File: src/design/fir_pkg.sv
`default_nettype none

package fir_pkg;

	// Number of taps in the filter and the width of one sample or coefficient.
	localparam int TAPS = 10;
	localparam int DATA_WIDTH = 8;

	// Width of the tap counter and the index of the last tap.
	localparam int TAP_CNT_WIDTH = $clog2(TAPS);
	localparam int TAP_LAST = TAPS - 1;

	// A full-precision sum needs two data widths for the product and
	// enough extra bits to hold TAPS products added together.
	localparam int ACC_WIDTH = 2 * DATA_WIDTH + TAP_CNT_WIDTH;

	// Width of the registered output word.
	localparam int OUT_WIDTH = 19;

	// Signed limits of the output word for the saturation logic.
	localparam int OUT_MAX = (1 << (OUT_WIDTH - 1)) - 1;
	localparam int OUT_MIN = -(1 << (OUT_WIDTH - 1));

	// One signed word that serves for samples and coefficients.
	typedef logic signed [DATA_WIDTH-1:0] sample_t;

	// Index k holds the k-th coefficient loaded after a load pulse.
	typedef sample_t [TAPS-1:0] coeff_bank_t;

	typedef logic signed [ACC_WIDTH-1:0] acc_t;
	typedef logic signed [OUT_WIDTH-1:0] fir_out_t;

	// Filter states.
	typedef enum logic [1:0] {
		ST_IDLE,
		ST_LOAD,
		ST_RUN,
		ST_STOP
	} fir_state_t;

endpackage

`default_nettype wire
File: src/design/fir_output_stage.sv
`timescale 1ns/100ps
`default_nettype none

module fir_output_stage import fir_pkg::*; (
	input  logic     clock,
	input  logic     rst,
	input  acc_t     sum,
	input  logic     sum_valid,
	output fir_out_t data_out,
	output logic     out_valid
);

	// Sum after clamping to the output range.
	fir_out_t sat_value;

	// Anything outside the signed output range is pinned to the nearest limit.
	// Inside the range the upper bits are copies of the sign and can be dropped.
	always_comb begin
		if (sum > acc_t'(OUT_MAX)) begin
			sat_value = fir_out_t'(OUT_MAX);
		end else if (sum < acc_t'(OUT_MIN)) begin
			sat_value = fir_out_t'(OUT_MIN);
		end else begin
			sat_value = fir_out_t'(sum);
		end
	end

	// Output register.
	// data_out keeps the last result until the next valid sum arrives.
	always_ff @(posedge clock) begin
		if (rst) begin
			data_out <= '0;
			out_valid <= 1'b0;
		end else begin
			out_valid <= sum_valid;
			if (sum_valid) begin
				data_out <= sat_value;
			end
		end
	end

endmodule

`default_nettype wire

File: config.mk
export PLATFORM = sky130hd
export DESIGN_NAME = fir_output_stage
export DESIGN_NICKNAME = d
export VERILOG_FILES = /design/src/design/fir_pkg.sv /design/src/design/fir_output_stage.sv
export SDC_FILE = /design/constraint.sdc
export NUM_CORES = 1
export LEC_CHECK = 0
export BUFFER_PORTS_ARGS = -buffer_cell sky130_fd_sc_hd__buf_2
export CAP_MARGIN = 20
export CORE_MARGIN = 4
export CORE_UTILIZATION = 40
export DETAILED_ROUTE_END_ITERATION = 16
export PLACE_DENSITY = 0.69
export SYNTH_ARGS = -nofsm -noshare
export SYNTH_HDL_FRONTEND = slang
export SYNTH_SLANG_ARGS = --single-unit
File: constraint.sdc
create_clock -name clock -period 1.3 [get_ports clock]
set_clock_uncertainty 0.2 [all_clocks]
set_input_delay 0.13 -clock clock [delete_from_list [all_inputs] [get_ports clock]]
set_output_delay 0.13 -clock clock [all_outputs]
set_load 0.005 [all_outputs]
==> impl_metrics.py <==
metrics = {
    "outcome": {
        "outcome": "finished clean",
    },
    "detailed_routing": {
        "vias": 964,
        "wl_um": 2340,
        "wl_met3_um": 139,
        "ant_nets": 0,
        "wl_met1_um": 929,
        "drt_pass1_iterations": 3,
        "drc": 0,
        "routedWlPerCell_um": 12.2,
        "first_iter_violations": 13,
        "met2_wirelength_um": 1220,
        "vias_per_cell": 5.02,
        "dr.max_layer_used": "met4",
    },
    "setup_path": {
        "crit_family": "buffers and inverters",
        "required_ns": 1.27,
        "r2r_cells": 2,
        "reg2reg_from": "data_out[10]",
        "startpoint_type": "input pin",
        "cp_num_buf_inv": 2,
        "path_class": "input pin to flop",
        "reg2reg_slack_ns": 0.36,
        "worst-path-max-fanout": 2,
        "r2r-end": "data_out[10]",
        "critical_path.startpoint": "sum[14]",
        "cp_slowest_cell": "dlygate4sd3_1",
        "end_kind": "flop",
        "path_cells": "dlygate4sd3_1, buf_2, o21ai_0, a311oi_2",
        "slowest_delay_ns": 0.53,
        "worst_ep_arrival_time_ns": 1.11,
    },
    "yosys": {
        "synth_area_um2": 980,
        "synthAdderAreaFrac_pct": 0,
        "synth_fp_nets": 129,
        "synth-compound-area-share_pct": 35.1,
        "synth-seq-cells": 20,
        "synthSimpleGateAreaFrac_pct": 15.6,
        "synth_area_leaders": "dfxtp_1 (41%), a311oi_2 (15%), o21ai_2 (8.0%)",
        "synth_cell_type_count": 16,
        "synth.avg_cell_area_um2": 9.24,
        "muxShareOfSynthArea_pct": 1.02,
        "yosysMostFrequentCell": "dfxtp_1",
        "yosysSeqAreaShare_pct": 40.9,
        "async_flop_share_pct": 0,
        "ys.flop_type": "dfxtp_1",
        "synth_top_family_by_area": "compound AO/OA/AOI/OAI gates",
        "yosys.area.top_type_share_pct": 40.9,
        "synth_area_leader_cell": "dfxtp_1",
        "synth_commonest_cells": "dfxtp_1 (20), nor2_1 (19), nand2_1 (17)",
        "yosys_warnings": 0,
        "synth_edf_count": 0,
        "synth-xor-area-share_pct": 0,
        "syn_inst": 106,
    },
    "floorplanning": {
        "num_io_pins": 43,
        "die_h_um": 57.5,
        "die_area_mm2": 0.00331,
        "start_util_pct": 43.0,
        "rows": 17,
        "die_w_um": 57.5,
        "core_mm2": 0.00228,
    },
    "placed_design": {
        "gp_congestion": 0.653,
        "dp_hpwl_um": 1500,
        "place_area_mm2": 0.00122,
        "portBuffers": 42,
    },
    "job": {
        "drv_cap": 0,
    },
    "grt": {
        "grt_usage_pct": 14.9,
        "grt_start_max_net_pins": 39,
        "grt_first_pass_wirelength_um": 3880,
        "grt_overflow": 0,
        "grt_pass1_vias": 883,
        "antenna_found_initial": 0,
    },
    "clock_tree": {
        "cts_resized": 0,
        "h-tree-depth": 1,
        "ctsHoldBuffers": 19,
        "clk_path_buf_depth": 2,
        "cts.clk_slew.worst_paths_ns": 0.11,
        "cts_tree": "yes",
        "post_cts_buffers": 0,
        "clkLatencyLatePin_ns": 0.29,
        "cts_buffers": 3,
        "clkSinkCount": 20,
        "clockRootBuffer": "clkbuf_4",
    },
    "pwr": {
        "p_leak_nw": 0.627,
        "cellPowerDensity_mw_per_mm2": 939,
        "combPwrFrac_pct": 23.9,
        "clkPwrFrac_pct": 25.9,
        "power_switching_mw": 0.357,
        "p_total_mw": 1.36,
        "p_seq_share_pct": 50.1,
        "p_sw_share_pct": 26.4,
        "intPower_mw": 0.998,
        "vdd_ir_drop_max_mv": 0.598,
    },
    "worst_hold_path": {
        "hp-start": "rst",
        "hold_class": "input pin to flop",
        "whs_endpoint": "data_out[18]",
        "hold_depth": 2,
    },
    "sta": {
        "grt_setup_unrepaired": "false",
        "finalCritPeriodShare_pct": 87.5,
        "max_freq_ghz": 0.879,
        "fin_crit_ns": 1.14,
        "hold_viol_final": 0,
        "tns_ns": 0,
        "finalSetupViolCount": 0,
        "drv_slew": 0,
        "tightest_slew_ns": 0.455,
        "slew-limit-headroom_pct": 69.7,
    },
    "cells_and_area": {
        "syn_to_final_growth_pct": 47.3,
        "nFillCells": 190,
        "n_antenna_cell": 0,
        "design_area_mm2": 0.00144,
        "fin_nets": 188,
        "drive_above_1_share_pct": 42.7,
    },
}
-- cells by family after synthesis --
family	count (synthesis)
buffers and inverters	11
AOI/OAI and AO/OA	36
and+or+nand+nor	38
DFF	20
muxes	1
-- per-stage QoR --
stage	std cells	worst slack [ns]	utilization (%)	hold WS (ns)
after floorplan	106	0.286	-	0.0772
after global placement	169	0.158	53.4	0.194
after detailed placement	169	0.143	53.4	0.208
after CTS	192	0.171	63.4	0.0340
after global routing	192	0.131	63.4	0.0551
final	192	0.163	63.4	0.0469
-- layout by cell type, fill, tap and decap left out, drive strengths merged --
cell / n
buf: 45
dfxtp: 20
nor2: 19
dlygate4sd3: 19
nand2: 18
a311oi: 18
o21ai: 18
clkbuf: 4
inv: 1
mux2i: 1
nor2b: 1
-- power groups by stage --
stage / Combinational, mW / Sequential, mW / Clock, mW
2_1_floorplan: 0.160 / 0.699 / 0
3_3_place_gp: 0.275 / 0.692 / 0
3_5_place_dp: 0.282 / 0.693 / 0
4_1_cts: 0.327 / 0.679 / 0.372
5_1_grt: 0.359 / 0.686 / 0.394
6_report: 0.324 / 0.679 / 0.351
-- per-layer routing --
| layer | vias to the layer above | GRT usage (%) |
|---|---|---|
| met5 | - | 0 |
| met4 | 0 | 6.29 |
| met3 | 4 | 3.85 |
| met2 | 21 | 27.1 |
| met1 | 441 | 16.1 |
| li1 | 498 | - |
-- state kept, by name, indices dropped and copies added (netlist names) --
name and flops:
out_valid 1, data_out 19
-- worst register-to-register path, stage by stage, from the launching register on --
cell and delay [ns]:
dfxtp_1 0.35, nor2_1 0.05, a311oi_2 0.25
-- how the worst max path moves through the flow --
stage / depth (start not counted) / endpoint / slack [ns]
3_5_place_dp: 4 / data_out[14] / 0.14
4_1_cts: 4 / data_out[14] / 0.17
5_1_grt: 4 / data_out[17] / 0.13
3_3_place_gp: 4 / data_out[14] / 0.16
6_report: 4 / data_out[14] / 0.16
2_1_floorplan: 4 / data_out[18] / 0.29
-- area by class of cell --
cell class                 count  area (um2)  area share (%)
multi-input combinational     75         507            35.1
sequential                    20         400            27.8
inverter                       1        3.75           0.260
tap                           28        35.0            2.43
timing repair buffer          64         460            31.9
clock buffer                   4        36.3            2.52
Note: power is estimated with default switching activity, not from simulation.
