--- src/design/fir_pkg.sv ---
`default_nettype none

package fir_pkg;

	// Number of taps in the filter and the width of one sample or coefficient.
	localparam int TAPS = 10;
	localparam int DATA_WIDTH = 8;

	// Width of the tap counter and the index of the last tap.
	localparam int TAP_CNT_WIDTH = $clog2(TAPS);
	localparam int TAP_LAST = TAPS - 1;

	// A full-precision sum needs two data widths for the product and
	// enough extra bits to hold TAPS products added together.
	localparam int ACC_WIDTH = 2 * DATA_WIDTH + TAP_CNT_WIDTH;

	// Width of the registered output word.
	localparam int OUT_WIDTH = 19;

	// Signed limits of the output word for the saturation logic.
	localparam int OUT_MAX = (1 << (OUT_WIDTH - 1)) - 1;
	localparam int OUT_MIN = -(1 << (OUT_WIDTH - 1));

	// One signed word that serves for samples and coefficients.
	typedef logic signed [DATA_WIDTH-1:0] sample_t;

	// Index k holds the k-th coefficient loaded after a load pulse.
	typedef sample_t [TAPS-1:0] coeff_bank_t;

	typedef logic signed [ACC_WIDTH-1:0] acc_t;
	typedef logic signed [OUT_WIDTH-1:0] fir_out_t;

	// Filter states.
	typedef enum logic [1:0] {
		ST_IDLE,
		ST_LOAD,
		ST_RUN,
		ST_STOP
	} fir_state_t;

endpackage

`default_nettype wire
--- src/design/fir_control.sv ---
`timescale 1ns/100ps
`default_nettype none

module fir_control import fir_pkg::*; (
	input  logic        clock,
	input  logic        rst,
	input  logic        load_coefficients,
	input  sample_t     coefficient_in,
	input  logic        stop,
	output coeff_bank_t coeff_bank,
	output logic        running,
	output logic        line_clear
);

	// Current and next filter state.
	fir_state_t state;
	fir_state_t state_next;

	// Slot of the bank that the next coefficient of a burst goes to.
	logic [TAP_CNT_WIDTH-1:0] tap_cnt;

	// A load pulse counts in every state except during a burst.
	logic load_accept;

	// High on the edge that stores the final coefficient of a burst.
	logic last_tap;

	assign load_accept = load_coefficients && (state != ST_LOAD);
	assign last_tap = (state == ST_LOAD) && (tap_cnt == TAP_CNT_WIDTH'(TAP_LAST));

	// Samples are only taken while the filter sits in the run state.
	assign running = (state == ST_RUN);

	// Next-state logic.
	// A honoured load pulse always wins, so a stopped or running filter
	// can be given a fresh set of coefficients.
	always_comb begin
		state_next = state;
		case (state)
			ST_LOAD: begin
				// Strobe and stop are ignored until the burst is complete.
				if (last_tap) begin
					state_next = ST_RUN;
				end
			end
			ST_RUN: begin
				if (load_accept) begin
					state_next = ST_LOAD;
				end else if (stop) begin
					state_next = ST_STOP;
				end
			end
			ST_IDLE, ST_STOP: begin
				if (load_accept) begin
					state_next = ST_LOAD;
				end
			end
		endcase
	end

	// State register, tap counter and the one-cycle clear pulse.
	always_ff @(posedge clock) begin
		if (rst) begin
			state <= ST_IDLE;
			tap_cnt <= '0;
			line_clear <= 1'b0;
		end else begin
			state <= state_next;
			// The clear pulse follows the load pulse by one edge and zeroes
			// the delay line while the burst is still being stored.
			line_clear <= load_accept;
			if (load_accept) begin
				// Coefficient 0 is taken on the load edge itself.
				tap_cnt <= TAP_CNT_WIDTH'(1);
			end else if (state == ST_LOAD) begin
				tap_cnt <= tap_cnt + 1'b1;
			end
		end
	end

	// Coefficient bank.
	// Each coefficient lands in the slot given by its position in the burst.
	always_ff @(posedge clock) begin
		if (rst) begin
			coeff_bank <= '0;
		end else if (load_accept) begin
			coeff_bank[0] <= coefficient_in;
		end else if (state == ST_LOAD) begin
			coeff_bank[tap_cnt] <= coefficient_in;
		end
	end

endmodule

`default_nettype wire

--- config.mk ---
export PLATFORM = sky130hd
export DESIGN_NAME = fir_control
export DESIGN_NICKNAME = d
export VERILOG_FILES = /design/src/design/fir_pkg.sv /design/src/design/fir_control.sv
export SDC_FILE = /design/constraint.sdc
export NUM_CORES = 1
export LEC_CHECK = 0
export BUFFER_PORTS_ARGS = -buffer_cell sky130_fd_sc_hd__buf_2
export CAP_MARGIN = 5
export CORE_ASPECT_RATIO = 1.2
export CORE_MARGIN = 10
export CORE_UTILIZATION = 50
export CTS_BUF_LIST = sky130_fd_sc_hd__clkbuf_16
export DETAILED_ROUTE_END_ITERATION = 12
export PLACE_DENSITY_LB_ADDON = 0.05
export SYNTH_ARGS = -nofsm -noshare
export SYNTH_HDL_FRONTEND = slang
export SYNTH_SLANG_ARGS = --single-unit
--- constraint.sdc ---
create_clock -name clock -period 4.2 [get_ports clock]
set_input_delay 0.63 -clock clock [delete_from_list [all_inputs] [get_ports clock]]
set_output_delay 0.63 -clock clock [all_outputs]
set_load 0.02 [all_outputs]
==> run summary <==
The flow ran to the end, and the final reports show no timing, DRC or antenna violations. For this block, the initial DRC count from the detailed router was 118. The average wire per standard cell is 15.6 um.

The area of the core came out at 0.00645 mm^2. After clock tree synthesis, the clock-pin slew on the worst setup and hold paths is 0.06 ns. For the worst path arrival time, the log shows 2.23 ns. For this run, the post-layout net count is 510.

The logs give 0 for the total of max-cap violations and 0.00411 mm^2 for the post-route standard cell area excluding fillers. Detailed placement finished with a half-perimeter wire length of 6.28 mm. Total wirelength of the detailed-routed design: 9.08 mm.

On the final layout, the worst clock skew is 0.00625 ns. Setup repair after global routing left no endpoint under its margin. In this run the worst path has a maximum fanout of 13. Summing every instance area after synthesis gives 0.00333 mm^2. For this design, the CTS-stage hold fixing added 0 buffers.

The floorplan step set the die width to 94.5 um. The power per cell area is 493 mW/mm^2. The post-route fraction of the period consumed by the critical path is 0.473.

The post-detailed-placement cell area came out at 0.00382 mm^2. The number of antenna violations at the first check in global routing came out at 0. Yosys printed 0 warnings.

Entering global routing, the biggest net connects 49 pins. The final number of setup-violating endpoints is 0. TritonCTS built the clock tree. The clock buffer count from CTS came out at 9. The tools report the type of origin of the critical path as a register.

Remaining design rule violation count: 0. The first detailed-routing pass ran for 4 iterations. The worst-case IR drop observed on VDD is 0.315 mV.

The number of setup buffers added after CTS is 0. The cell row count was 32; the net count after synthesis was 427. Y dimension of the die: 109 um.

The via count of the first global-routing pass was 2,782. The die covers 0.0103 mm^2. The worst setup path is of the register to register kind. Once layout is complete, the cells apart from fillers number 581.

Detailed routing placed a total of 596 um of wire on met3. For the required time reported for the critical path endpoint, the log shows 4.45 ns. Routed signal wires occupy layers up through met4. The total overflow left after global routing is 0. The logs give 2,946 for the overall via count from detail_route and 0 ns for the total negative setup slack.

The routed design uses 4.45 mm of met2 wire. Routability-driven placement finished with a final weighted congestion of 0.821. The path depth of the worst reg2reg path was 6. After detailed routing, the wire length on met1 is 3.98 mm. After synthesis, the netlist uses 32 different library cells. The gate count of the mapped netlist was 408.

In the final layout, the multi-input gates occupy 0.00148 mm^2. For the number of instances resized during post-cts repair, the log shows 0. 94 I/O pins were placed. The final antenna diode count was 0; the total track usage was 0.175. The area growth from synthesis to layout is 23.4%. The first global-routing pass estimated 14.4 mm of wire. The worst hold path passes through 2 cells.

The tools report the final number of max-transition violations as 0. After synthesis, the mean cell area works out to 8.17 um^2. Counting the fill cells in the layout gives 619. Number of vias per cell: 5.07. Depth of the CTS H-tree: 3. Summing internal, switching and leakage power gives 2.03 mW. For the pin with the worst max-slew slack, the measured transition is 0.856 ns. The CTS sink count came out at 87.

The ratio of cells with drive above 1 in the final layout works out to 0.248. In this run the tool buffered the top-level ports with 93 buffer cells. Based on the critical path, the design can be clocked at up to 504 MHz. The shortest clock period the worst path allows after layout is 1.99 ns, and the residual antenna-violating net count after detailed routing is 0. The path class of the tightest hold or removal check is register to register. The logs give 565 for the total instance count after detailed placement and 0.430 for the worst relative slew slack. The run gives 0 as the final hold violation count. For the sequential standard cell area, the log shows 0.00174 mm^2. In this run, synthesis produced a sequential element count of 87. The part of the Yosys area used for sequential elements was 0.523. The clock latency on the worst-skew pair was 0.33 ns. The critical path endpoint category is a register. The leakage power of the design was 1.72 nW.

The logs give 0.517 for the initial cell density of the core and 2 for the deepest clock path buffer count. Clock root buffer: clkbuf_16.
## registers in the layout, indices dropped and copies added (netlist names)
register,cells
tap_cnt,4
state,2
coeff_bank,80
line_clear,1
## cell usage after synthesis
library cell | number | share of area
a211oi_1 | 1 | 0.0023
a21oi_1 | 76 | 0.11
a31oi_4 | 1 | 0.0064
a41oi_1 | 1 | 0.0026
and2b_1 | 1 | 0.0023
buf_1 | 1 | 0.0011
buf_2 | 4 | 0.0060
buf_4 | 1 | 0.0023
clkbuf_1 | 16 | 0.018
dfxtp_1 | 87 | 0.52
ha_1 | 7 | 0.026
inv_1 | 6 | 0.0068
mux2_1 | 1 | 0.0034
mux2i_1 | 8 | 0.024
nand2_1 | 147 | 0.17
nand2_2 | 1 | 0.0019
nand2b_1 | 1 | 0.0019
nand2b_2 | 1 | 0.0026
nand3_1 | 7 | 0.011
nand3_2 | 4 | 0.012
nor2_1 | 14 | 0.016
nor2_2 | 1 | 0.0019
nor2_4 | 5 | 0.017
nor2b_1 | 3 | 0.0056
nor3_1 | 3 | 0.0045
nor3_2 | 3 | 0.0090
nor3b_1 | 1 | 0.0023
o21a_1 | 1 | 0.0023
o21ai_0 | 2 | 0.0030
o21ai_1 | 1 | 0.0015
o31ai_1 | 1 | 0.0023
xor2_1 | 1 | 0.0026
## through the flow
stage | hold slack [ns] | util | worst slack, ns
finish | 0.451 | 0.638 | 2.21
detailed placement | 0.444 | 0.593 | 2.17
floorplan | 0.487 | - | 2.68
global route | 0.469 | 0.638 | 1.99
global placement | 0.439 | 0.593 | 2.16
CTS | 0.453 | 0.638 | 2.18
## where the power goes
part	leakage, nW	switching [mW]	internal [mW]
registers	0.703	0.0261	0.867
clock network	0.146	0.314	0.456
logic	0.872	0.243	0.122
## routing by layer
layer  GRT usage  vias to the layer above
li1            -                     1502
met1       0.215                     1378
met2       0.287                       60
met3      0.0566                        6
met4      0.0493                        0
met5           0                        -
## layout make-up
cell class | count | share of cell area
clock buffer | 9 | 0.0548
clock inverter | 7 | 0.0161
multi-input combinational | 293 | 0.359
sequential | 87 | 0.423
tap | 85 | 0.0259
inverter | 6 | 0.00548
timing repair buffer | 94 | 0.115
## layout by cell type (no fill, tap or decap), types with 2 or more instances in the layout
cell,netlist,layout
nand3_1,7,7
clkbuf_16,0,9
mux2i_1,8,8
nand3_2,4,4
ha_1,7,7
a21oi_1,76,76
inv_1,6,8
nor2_1,14,14
o21ai_0,2,2
nand2_1,147,147
buf_2,4,93
clkinv_4,0,2
nor2b_1,3,3
dfxtp_1,87,87
nor3_2,3,3
nor3_1,3,3
nor2_4,5,5
## final timing paths
path	startpoint	end	slack [ns]
setup / recovery	state[1]$_SDFFE_PP0P_	coeff_bank[23]$_SDFFE_PP0P_	2.21
hold / removal	coeff_bank[44]$_SDFFE_PP0P_	coeff_bank[44]$_SDFFE_PP0P_	0.45
setup reg to reg	state[1]$_SDFFE_PP0P_	coeff_bank[23]$_SDFFE_PP0P_	2.21
hold reg to reg	coeff_bank[44]$_SDFFE_PP0P_	coeff_bank[44]$_SDFFE_PP0P_	0.45
## cells by family after synthesis
family                   after synthesis  share of synthesized area
AO/OA/AOI/OAI                         84                      0.134
buffers and inverters                 28                     0.0342
XOR/XNOR                               1                    0.00263
multiplexers                           9                     0.0274
adder cells (fa/ha/maj)                7                     0.0263
flip-flops                            87                      0.523
AND/OR/NAND/NOR                      192                      0.253
## critical path, cell delays in order (launching register included)
cell	delay [ns]
dfxtp_1	0.31
inv_1	0.09
ha_1	0.50
nand2_1	0.23
nor3_2	0.45
nand2_1	0.15
a21oi_1	0.17
(Power assumes the default switching activity.)
